**config.mk**
```make
export PLATFORM = sky130hd
export DESIGN_NAME = dodge_top
export DESIGN_NICKNAME = d
export VERILOG_FILES = /design/src/hdl/dodge_pkg.sv /design/src/hdl/button_debounce.sv /design/src/hdl/dodge_top.sv /design/src/hdl/frame_compose.sv /design/src/hdl/game_control.sv /design/src/hdl/max7219_driver.sv /design/src/hdl/obstacle_field.sv /design/src/hdl/player_position.sv
export SDC_FILE = /design/constraint.sdc
export NUM_CORES = 1
export LEC_CHECK = 0
export BUFFER_PORTS_ARGS = -buffer_cell sky130_fd_sc_hd__clkbuf_2
export CAP_MARGIN = 20
export CORE_MARGIN = 2
export CORE_UTILIZATION = 36
export CTS_CLUSTER_DIAMETER = 120
export DETAILED_ROUTE_END_ITERATION = 8
export PLACE_DENSITY_LB_ADDON = 0.12
export SETUP_SLACK_MARGIN = 0.2
export SLEW_MARGIN = 20
export SYNTH_ARGS = -nofsm -noshare
export SYNTH_HDL_FRONTEND = slang
export SYNTH_SLANG_ARGS = --single-unit
export TNS_END_PERCENT = 1
```
**constraint.sdc**
```tcl
create_clock -name clock_50 -period 1.86 [get_ports clock_50]
set_input_delay 0.372 -clock clock_50 [delete_from_list [all_inputs] [get_ports clock_50]]
set_output_delay 0.372 -clock clock_50 [all_outputs]
set_load 0.02 [all_outputs]
```
**src/hdl/dodge_pkg.sv**
```systemverilog
// Dodge game shared sizes, timing constants, MAX7219 codes and screen patterns
package dodge_pkg;

	// ============================================================
	// Matrix geometry
	// ============================================================
	localparam int MATRIX_SIZE = 8;

	// Bit 7 is the leftmost column
	typedef logic [MATRIX_SIZE-1:0] row_t;
	// Index 0 is the bottom row
	typedef logic [MATRIX_SIZE-1:0][MATRIX_SIZE-1:0] frame_t;
	typedef logic [2:0] digit_t;

	// ============================================================
	// Timing
	// ============================================================
	localparam int DEBOUNCE_CYCLES = 8;
	localparam int DEBOUNCE_W = $clog2(DEBOUNCE_CYCLES + 1);
	localparam int STEP_TICKS = 1200;
	localparam int STEP_W = $clog2(STEP_TICKS);
	// System clocks per half period of the serial clock
	localparam int SPI_DIV = 2;
	localparam int SPI_DIV_W = $clog2(SPI_DIV + 1);

	// Screen select codes, also the game state encoding
	localparam logic [1:0] SCREEN_IDLE = 2'd0;
	localparam logic [1:0] SCREEN_PLAY = 2'd1;
	localparam logic [1:0] SCREEN_OVER = 2'd2;

	// ============================================================
	// MAX7219 registers
	// ============================================================
	localparam logic [7:0] REG_DECODE = 8'h09;
	localparam logic [7:0] REG_INTENSITY = 8'h0A;
	localparam logic [7:0] REG_SCAN_LIMIT = 8'h0B;
	localparam logic [7:0] REG_SHUTDOWN = 8'h0C;
	localparam logic [7:0] REG_DISPLAY_TEST = 8'h0F;
	localparam logic [7:0] INTENSITY = 8'h0A;

	// Player start columns
	localparam row_t PLAYER1_START = 8'b0100_0000;
	localparam row_t PLAYER2_START = 8'b0000_0010;

	localparam logic [7:0] LFSR_SEED = 8'h01;

	// Screens, top row first
	localparam frame_t START_SCREEN = {
		8'b00000000, 8'b01100110, 8'b01000100, 8'b01000100,
		8'b00100010, 8'b00100010, 8'b01100110, 8'b00000000
	};

	// Smiley
	localparam frame_t OVER_SCREEN = {
		8'b00000000, 8'b00100100, 8'b00100100, 8'b00000000,
		8'b01000010, 8'b00100100, 8'b00111100, 8'b00000000
	};

endpackage

```
**src/hdl/button_debounce.sv**
```systemverilog
// Button debouncer with two-flop synchroniser and one-cycle press pulse
module button_debounce (
	input  logic clock_50,
	input  logic rst_n,
	input  logic button_n,
	output logic press
);

	logic [1:0] sync_n;
	logic [dodge_pkg::DEBOUNCE_W-1:0] low_cnt;

	always_ff @(posedge clock_50 or negedge rst_n) begin
		if (!rst_n) begin
			sync_n <= 2'b11;
		end else begin
			sync_n <= {sync_n[0], button_n};
		end
	end

	// Count stable low samples, saturate until release
	always_ff @(posedge clock_50 or negedge rst_n) begin
		if (!rst_n) begin
			low_cnt <= '0;
			press <= 1'b0;
		end else begin
			press <= 1'b0;
			if (sync_n[1]) begin
				low_cnt <= '0;
			end else if (low_cnt != dodge_pkg::DEBOUNCE_W'(dodge_pkg::DEBOUNCE_CYCLES)) begin
				low_cnt <= low_cnt + 1'b1;
				press <= (low_cnt == dodge_pkg::DEBOUNCE_W'(dodge_pkg::DEBOUNCE_CYCLES - 1));
			end
		end
	end

	// A held button never yields a second pulse
	assert property (@(posedge clock_50) disable iff (!rst_n) press |=> !press)
		else $error("press pulse lasted more than one cycle");

endmodule

```
**src/hdl/dodge_top.sv**
```systemverilog
// Two-player dodge game on an 8x8 matrix driven through a MAX7219
module dodge_top (
	input  logic clock_50,
	input  logic rst_n,
	input  logic start_button_n,
	input  logic left_1_n,
	input  logic right_1_n,
	input  logic left_2_n,
	input  logic right_2_n,
	output logic max7219_din,
	output logic max7219_ncs,
	output logic max7219_clk
);

	logic start_press;
	logic left_1;
	logic right_1;
	logic left_2;
	logic right_2;
	logic play_start;
	logic step;
	logic [1:0] screen;
	dodge_pkg::row_t pos_1;
	dodge_pkg::row_t pos_2;
	dodge_pkg::frame_t frame;
	dodge_pkg::digit_t digit_sel;
	dodge_pkg::row_t digit_data;

	// ============================================================
	// Buttons
	// ============================================================
	button_debounce u_deb_start (.clock_50, .rst_n, .button_n(start_button_n), .press(start_press));
	button_debounce u_deb_left_1 (.clock_50, .rst_n, .button_n(left_1_n), .press(left_1));
	button_debounce u_deb_right_1 (.clock_50, .rst_n, .button_n(right_1_n), .press(right_1));
	button_debounce u_deb_left_2 (.clock_50, .rst_n, .button_n(left_2_n), .press(left_2));
	button_debounce u_deb_right_2 (.clock_50, .rst_n, .button_n(right_2_n), .press(right_2));

	// Players
	player_position #(.START_POS(dodge_pkg::PLAYER1_START)) u_player_1 (
		.clock_50, .rst_n, .play_start, .left(left_1), .right(right_1), .pos(pos_1)
	);
	player_position #(.START_POS(dodge_pkg::PLAYER2_START)) u_player_2 (
		.clock_50, .rst_n, .play_start, .left(left_2), .right(right_2), .pos(pos_2)
	);

	obstacle_field u_field (.clock_50, .rst_n, .play_start, .step, .frame);

	game_control u_control (
		.clock_50, .rst_n, .start_press, .bottom_row(frame[0]),
		.pos_1, .pos_2, .play_start, .step, .screen
	);

	// Display path
	frame_compose u_compose (.screen, .frame, .pos_1, .pos_2, .digit_sel, .digit_data);

	max7219_driver u_driver (
		.clock_50, .rst_n, .digit_data, .digit_sel,
		.max7219_din, .max7219_ncs, .max7219_clk
	);

endmodule

```
**src/hdl/frame_compose.sv**
```systemverilog
// Screen select, player overlay and column transpose for one display digit
module frame_compose (
	input  logic [1:0] screen,
	input  dodge_pkg::frame_t frame,
	input  dodge_pkg::row_t pos_1,
	input  dodge_pkg::row_t pos_2,
	input  dodge_pkg::digit_t digit_sel,
	output dodge_pkg::row_t digit_data
);

	dodge_pkg::frame_t shown;
	logic [2:0] col;

	// Digit k shows column 8-k
	assign col = 3'(dodge_pkg::MATRIX_SIZE - 1) - digit_sel;

	always_comb begin
		case (screen)
			dodge_pkg::SCREEN_IDLE: shown = dodge_pkg::START_SCREEN;
			dodge_pkg::SCREEN_OVER: shown = dodge_pkg::OVER_SCREEN;
			default: begin
				shown = frame;
				shown[0] = frame[0] | pos_1 | pos_2;
			end
		endcase
	end

	// Row 0 goes to the MSB
	always_comb begin
		for (int r = 0; r < dodge_pkg::MATRIX_SIZE; r++) begin
			digit_data[dodge_pkg::MATRIX_SIZE-1-r] = shown[r][col];
		end
	end

endmodule

```
**src/hdl/game_control.sv**
```systemverilog
// Game FSM with idle/play/over states, step timer and collision test
module game_control (
	input  logic clock_50,
	input  logic rst_n,
	input  logic start_press,
	input  dodge_pkg::row_t bottom_row,
	input  dodge_pkg::row_t pos_1,
	input  dodge_pkg::row_t pos_2,
	output logic play_start,
	output logic step,
	output logic [1:0] screen
);

	logic [1:0] state;
	logic [dodge_pkg::STEP_W-1:0] tick_cnt;
	// High while bottom_row holds the post-step field
	logic check;
	logic hit;

	assign screen = state;
	assign hit = |(bottom_row & (pos_1 | pos_2));

	always_ff @(posedge clock_50 or negedge rst_n) begin
		if (!rst_n) begin
			state <= dodge_pkg::SCREEN_IDLE;
			play_start <= 1'b0;
			step <= 1'b0;
			check <= 1'b0;
			tick_cnt <= '0;
		end else begin
			play_start <= start_press && (state != dodge_pkg::SCREEN_PLAY);
			step <= 1'b0;
			check <= step;
			case (state)
				dodge_pkg::SCREEN_PLAY: begin
					if (tick_cnt == dodge_pkg::STEP_W'(dodge_pkg::STEP_TICKS - 1)) begin
						tick_cnt <= '0;
						step <= 1'b1;
					end else begin
						tick_cnt <= tick_cnt + 1'b1;
					end
					// Only place where a round ends
					if (check && hit) begin
						state <= dodge_pkg::SCREEN_OVER;
					end
				end
				default: begin
					// Enter play together with the field clear
					if (play_start) begin
						state <= dodge_pkg::SCREEN_PLAY;
						tick_cnt <= '0;
					end
				end
			endcase
		end
	end

endmodule

```
**src/hdl/max7219_driver.sv**
```systemverilog
// MAX7219 serial driver, init frames once then continuous digit refresh
module max7219_driver (
	input  logic clock_50,
	input  logic rst_n,
	input  dodge_pkg::row_t digit_data,
	output dodge_pkg::digit_t digit_sel,
	output logic max7219_din,
	output logic max7219_ncs,
	output logic max7219_clk
);

	typedef enum logic [1:0] {
		ST_LOAD,
		ST_SHIFT,
		ST_GAP
	} drv_state_t;

	drv_state_t state;
	logic [dodge_pkg::SPI_DIV_W-1:0] div_cnt;
	logic tick;
	// Remaining bits after the one on din
	logic [14:0] shreg;
	logic [3:0] bit_cnt;
	logic init_done;
	logic [15:0] next_word;

	// Half-period tick of the serial clock
	assign tick = (div_cnt == dodge_pkg::SPI_DIV_W'(dodge_pkg::SPI_DIV - 1));

	always_ff @(posedge clock_50 or negedge rst_n) begin
		if (!rst_n) begin
			div_cnt <= '0;
		end else if (tick) begin
			div_cnt <= '0;
		end else begin
			div_cnt <= div_cnt + 1'b1;
		end
	end

	// Address byte then data byte
	always_comb begin
		if (init_done) begin
			next_word = {{5'b0, digit_sel} + 8'd1, digit_data};
		end else begin
			case (digit_sel)
				3'd0: next_word = {dodge_pkg::REG_SHUTDOWN, 8'h01};
				3'd1: next_word = {dodge_pkg::REG_DECODE, 8'h00};
				3'd2: next_word = {dodge_pkg::REG_SCAN_LIMIT, 8'h07};
				3'd3: next_word = {dodge_pkg::REG_INTENSITY, dodge_pkg::INTENSITY};
				default: next_word = {dodge_pkg::REG_DISPLAY_TEST, 8'h00};
			endcase
		end
	end

	// ============================================================
	// Frame sequencer and shifter
	// ============================================================
	always_ff @(posedge clock_50 or negedge rst_n) begin
		if (!rst_n) begin
			state <= ST_LOAD;
			shreg <= '0;
			bit_cnt <= '0;
			init_done <= 1'b0;
			digit_sel <= '0;
			max7219_din <= 1'b0;
			max7219_ncs <= 1'b1;
			max7219_clk <= 1'b0;
		end else if (tick) begin
			case (state)
				ST_LOAD: begin
					// digit_data is captured here for the whole frame
					{max7219_din, shreg} <= next_word;
					max7219_ncs <= 1'b0;
					bit_cnt <= 4'd15;
					state <= ST_SHIFT;
				end
				ST_SHIFT: begin
					if (!max7219_clk) begin
						max7219_clk <= 1'b1;
					end else begin
						max7219_clk <= 1'b0;
						if (bit_cnt == 4'd0) begin
							max7219_ncs <= 1'b1;
							max7219_din <= 1'b0;
							bit_cnt <= 4'd1;
							state <= ST_GAP;
							if (!init_done && digit_sel == 3'd4) begin
								init_done <= 1'b1;
								digit_sel <= '0;
							end else begin
								digit_sel <= digit_sel + 1'b1;
							end
						end else begin
							// New bit on the falling edge
							{max7219_din, shreg} <= {shreg, 1'b0};
							bit_cnt <= bit_cnt - 1'b1;
						end
					end
				end
				ST_GAP: begin
					if (bit_cnt == 4'd0) begin
						state <= ST_LOAD;
					end else begin
						bit_cnt <= bit_cnt - 1'b1;
					end
				end
				default: state <= ST_LOAD;
			endcase
		end
	end

	// Serial clock idles low outside a frame
	assert property (@(posedge clock_50) disable iff (!rst_n) max7219_ncs |-> !max7219_clk)
		else $error("serial clock high while ncs is high");

endmodule

```
**src/hdl/obstacle_field.sv**
```systemverilog
// Falling obstacle rows with an LFSR-driven new top row
module obstacle_field (
	input  logic clock_50,
	input  logic rst_n,
	input  logic play_start,
	input  logic step,
	output dodge_pkg::frame_t frame
);

	logic [7:0] lfsr;
	logic lfsr_fb;
	// High when the coming step is odd-numbered
	logic odd_step;
	dodge_pkg::row_t new_row;

	// Taps 8, 6, 5, 4
	assign lfsr_fb = lfsr[7] ^ lfsr[5] ^ lfsr[4] ^ lfsr[3];

	always_comb begin
		new_row = '0;
		if (odd_step) begin
			new_row[lfsr[2:0]] = 1'b1;
		end
	end

	// ============================================================
	// Row shift and LFSR
	// ============================================================
	always_ff @(posedge clock_50 or negedge rst_n) begin
		if (!rst_n) begin
			frame <= '0;
			lfsr <= dodge_pkg::LFSR_SEED;
			odd_step <= 1'b1;
		end else if (play_start) begin
			frame <= '0;
			lfsr <= dodge_pkg::LFSR_SEED;
			odd_step <= 1'b1;
		end else if (step) begin
			// Row i takes row i+1, new row enters at the top
			frame <= {new_row, frame[dodge_pkg::MATRIX_SIZE-1:1]};
			lfsr <= {lfsr[6:0], lfsr_fb};
			odd_step <= ~odd_step;
		end
	end

	// Seeded nonzero, so the all-zero lockup state is unreachable
	assert property (@(posedge clock_50) disable iff (!rst_n) lfsr != 8'h00)
		else $error("LFSR reached zero");

endmodule

```
**src/hdl/player_position.sv**
```systemverilog
// One player's marker on the bottom row, moved left or right with edge clamping
module player_position #(
	parameter dodge_pkg::row_t START_POS = dodge_pkg::PLAYER1_START
) (
	input  logic clock_50,
	input  logic rst_n,
	input  logic play_start,
	input  logic left,
	input  logic right,
	output dodge_pkg::row_t pos
);

	logic at_left_edge;
	logic at_right_edge;

	assign at_left_edge = pos[dodge_pkg::MATRIX_SIZE-1];
	assign at_right_edge = pos[0];

	always_ff @(posedge clock_50 or negedge rst_n) begin
		if (!rst_n) begin
			pos <= START_POS;
		end else if (play_start) begin
			pos <= START_POS;
		end else if (left && !right && !at_left_edge) begin
			// Left is toward bit 7
			pos <= pos << 1;
		end else if (right && !left && !at_right_edge) begin
			pos <= pos >> 1;
		end
	end

	// Marker never vanishes or splits
	assert property (@(posedge clock_50) disable iff (!rst_n) $onehot(pos))
		else $error("player position is not one-hot");

endmodule

```
==> impl_metrics.py <==
metrics = {
    "status": {
        "outcome": "completed",
    },
    "synth": {
        "yosysWarnings": 0,
        "yosys.area.top_type": "dfrtp_1",
        "async_flop_share": 1.000,
        "synth-main-ff-cell": "dfrtp_1",
        "yosysSeqAreaShare": 0.5099,
        "synth_edf_count": 0,
        "synthSimpleGateAreaFrac": 0.1538,
        "synth_compound_area_frac": 0.1344,
        "synth_area_mm2": 0.008381,
        "synth_xor_area_frac": 0.01777,
        "synth_top_area_share": 0.4628,
        "ys_seq_elements": 170,
        "synth-adder-area-share": 0.03285,
        "syn_nets": 849,
        "synth.area.top_cells": "dfrtp_1, mux2i_1, nor2_1",
        "synth_mux_area_frac": 0.1154,
        "avgSynthCellArea_um2": 10.22,
        "ys_types": 67,
        "syn_inst": 820,
        "synth_top_family_by_area": "simple AND/OR/NAND/NOR gates",
    },
    "grt": {
        "grt_pass1_wl_um": 32790,
        "antenna_found_initial": 0,
        "grt_pass1_vias": 6255,
        "gr-usage-all-layers": 0.1695,
        "grt_max_degree": 59,
        "grt.overflow.total": 0,
    },
    "sta": {
        "min_period_ps": 1811,
        "fmax_mhz": 552.2,
        "maxSlewHeadroom": 0.6446,
        "skew_ps": 7.325,
        "setup_viol": 0,
        "hold_viol": 0,
        "fin_hold_ws_ps": 356.7,
        "rsz0062_at_grt": "yes",
        "tightest_slew_ps": 531.4,
        "finalCritPeriodShare": 0.9736,
        "slew_violations": 0,
        "tns_ps": 0,
    },
    "floorplanning": {
        "io_pins": 10,
        "core_area_mm2": 0.02278,
        "die_y_um": 156.6,
        "die_x_um": 156.6,
        "num_rows": 55,
        "initial_core_util": 0.3679,
        "fp.dieArea_mm2": 0.02452,
    },
    "flow_run": {
        "maxCapViolations": 0,
    },
    "placement": {
        "gp_congestion": 0.8344,
        "place_area_mm2": 0.009215,
        "port_buffers": 9,
        "detailed_place_hpwl_um": 13560,
    },
    "cells_and_area": {
        "multi_input_area_mm2": 0.003981,
        "syn_to_final_growth_pct": 20.48,
        "register_area_mm2": 0.004280,
        "nets": 910,
        "design_area_mm2": 0.01010,
        "num_antenna_cells": 0,
        "final_common_cell": "dfrtp_1",
        "layout_common_cells": "dfrtp_1, nor2_1, mux2i_1, nand2_1, buf_4",
        "nFillCells": 2148,
        "drive_gt1_frac": 0.1935,
    },
    "cts": {
        "path_clk_slew_ps": 70,
        "cts_root_buffer": "clkbuf_16",
        "cts_buffer_depth": 2,
        "insertion_delay_ps": 430,
        "tritoncts": "yes",
        "htreeDepth": 4,
        "clkSinkCount": 170,
        "cts_made_buffers": 17,
    },
    "worst_setup_path": {
        "critPathLaunchType": "flip-flop",
        "critPathMaxFanout": 21,
        "critPathKind": "flip-flop to flip-flop",
        "end_kind": "flip-flop",
        "worst_ep_required_time_ps": 2190,
        "arrival_ps": 2140,
    },
    "routing": {
        "dr.first_iter.drc_count": 436,
        "ant_nets": 0,
        "routed-via-count": 6226,
        "drtPass1Iterations": 7,
        "routed_wl_um": 19430,
        "wire_per_inst_um": 16.10,
        "vias_per_cell": 5.158,
        "drc_errors": 0,
    },
    "power": {
        "p_leak_nw": 4.348,
        "irDropWorstVdd_uv": 497.8,
        "p_per_area_mw_per_mm2": 781.7,
    },
    "hold_path": {
        "hold_path_class": "flip-flop to flip-flop",
    },
}
[power breakdown]
part	leakage, nW	switching, mW	total (mW)	internal [mW]
clock network	0.273	1.59	3.48	1.89
logic	1.80	0.289	0.501	0.212
registers	2.28	0.110	3.92	3.81
total	4.35	1.99	7.89	5.90
[cell usage after synthesis, drive strengths merged, types with 5 or more instances]
| cell | n |
|---|---|
| nand2b | 9 |
| a21oi | 41 |
| dfrtp | 155 |
| xnor2 | 10 |
| nand2 | 76 |
| nor2 | 113 |
| xor2 | 7 |
| nor4 | 6 |
| clkbuf | 19 |
| ha | 22 |
| o31ai | 10 |
| nor4bb | 5 |
| a31oi | 5 |
| a22o | 7 |
| nor3 | 11 |
| o21ai | 57 |
| a211oi | 16 |
| nand3 | 20 |
| buf | 21 |
| mux2i | 82 |
| nor2b | 13 |
| inv | 29 |
| o41ai | 7 |
| dfstp | 15 |
| mux2 | 5 |
[routing by layer]
layer,GRT usage,vias up,part of all wire
li1,-,3015,-
met2,0.2725,113,0.48
met1,0.2325,3080,0.48
met4,0.04806,0,0.013
met5,0,-,0
met3,0.03489,18,0.030
[timing repair]
item                                   4_1_cts  5_1_grt
setup buffers                                6        5
endpoints found under the hold margin       33        1
pin swaps                                    6        3
hold buffers                                 5        1
setup endpoints to repair                   31       36
resized for setup                           11       21
cloned                                       0        1
[final timing paths]
path / depth (start not counted) / endpoint / slack (ps) / from
min in group asynchronous: 2 / u_driver.bit_cnt[2] / 400 / rst_n
worst max register to register: 6 / u_driver.shreg[1] / 50 / u_control.screen[0]
worst max-delay path: 6 / u_driver.shreg[1] / 50 / u_control.screen[0]
worst min register to register: 0 / u_deb_start.sync_n[1] / 360 / u_deb_start.sync_n[0]
worst min-delay path: 0 / u_deb_start.sync_n[1] / 360 / u_deb_start.sync_n[0]
max in group asynchronous: 3 / u_field.odd_step / 760 / rst_n
[flip-flops by register name, summed over array words and instances, names as in the netlist, 2 cells and up]
name	cells
u_control.screen	2
u_control.tick_cnt	11
u_deb_left_1.low_cnt	4
u_deb_left_1.sync_n	2
u_deb_left_2.low_cnt	4
u_deb_left_2.sync_n	2
u_deb_right_1.low_cnt	4
u_deb_right_1.sync_n	2
u_deb_right_2.low_cnt	4
u_deb_right_2.sync_n	2
u_deb_start.low_cnt	4
u_deb_start.sync_n	2
u_driver.bit_cnt	4
u_driver.digit_sel	3
u_driver.div_cnt	2
u_driver.shreg	15
u_driver.state	2
u_field.frame	64
u_field.lfsr	8
u_player_1.pos	8
u_player_2.pos	8
[critical path, stage by stage (launching register included)]
cell and delay [ps]:
dfrtp_1 410, buf_12 160, nor2_2 100, a21oi_1 50, mux4_2 470, a2111o_1 450
o311ai_1 80
[kinds of logic (layout without fill, tap and decap cells)]
group	Yosys count	count (layout)
fa+ha+maj	22	22
compound gates	173	173
flops	170	170
xor+xnor	17	17
buf+inv	69	143
mux	91	91
simple gates	278	278
[stage by stage]
step,utilization,instances,worst slack (ps),power (mW)
final,0.4433,1207,49.02,7.893
after global routing,0.4433,1207,-8.376,8.276
after CTS,0.4362,1200,63.87,7.998
after floorplan,-,820,164.0,4.225
after detailed placement,0.4046,1157,-40.42,4.459
after global placement,0.4046,1157,63.55,4.430
[final cells by class]
type / count / area share
inverters: 29 / 0.01078
flip-flops and latches: 170 / 0.4239
clock inverters: 13 / 0.01326
well taps: 313 / 0.03879
multi-input cells: 581 / 0.3943
clock buffers: 19 / 0.04287
repair buffers: 82 / 0.07608
(Power assumes the default switching activity.)
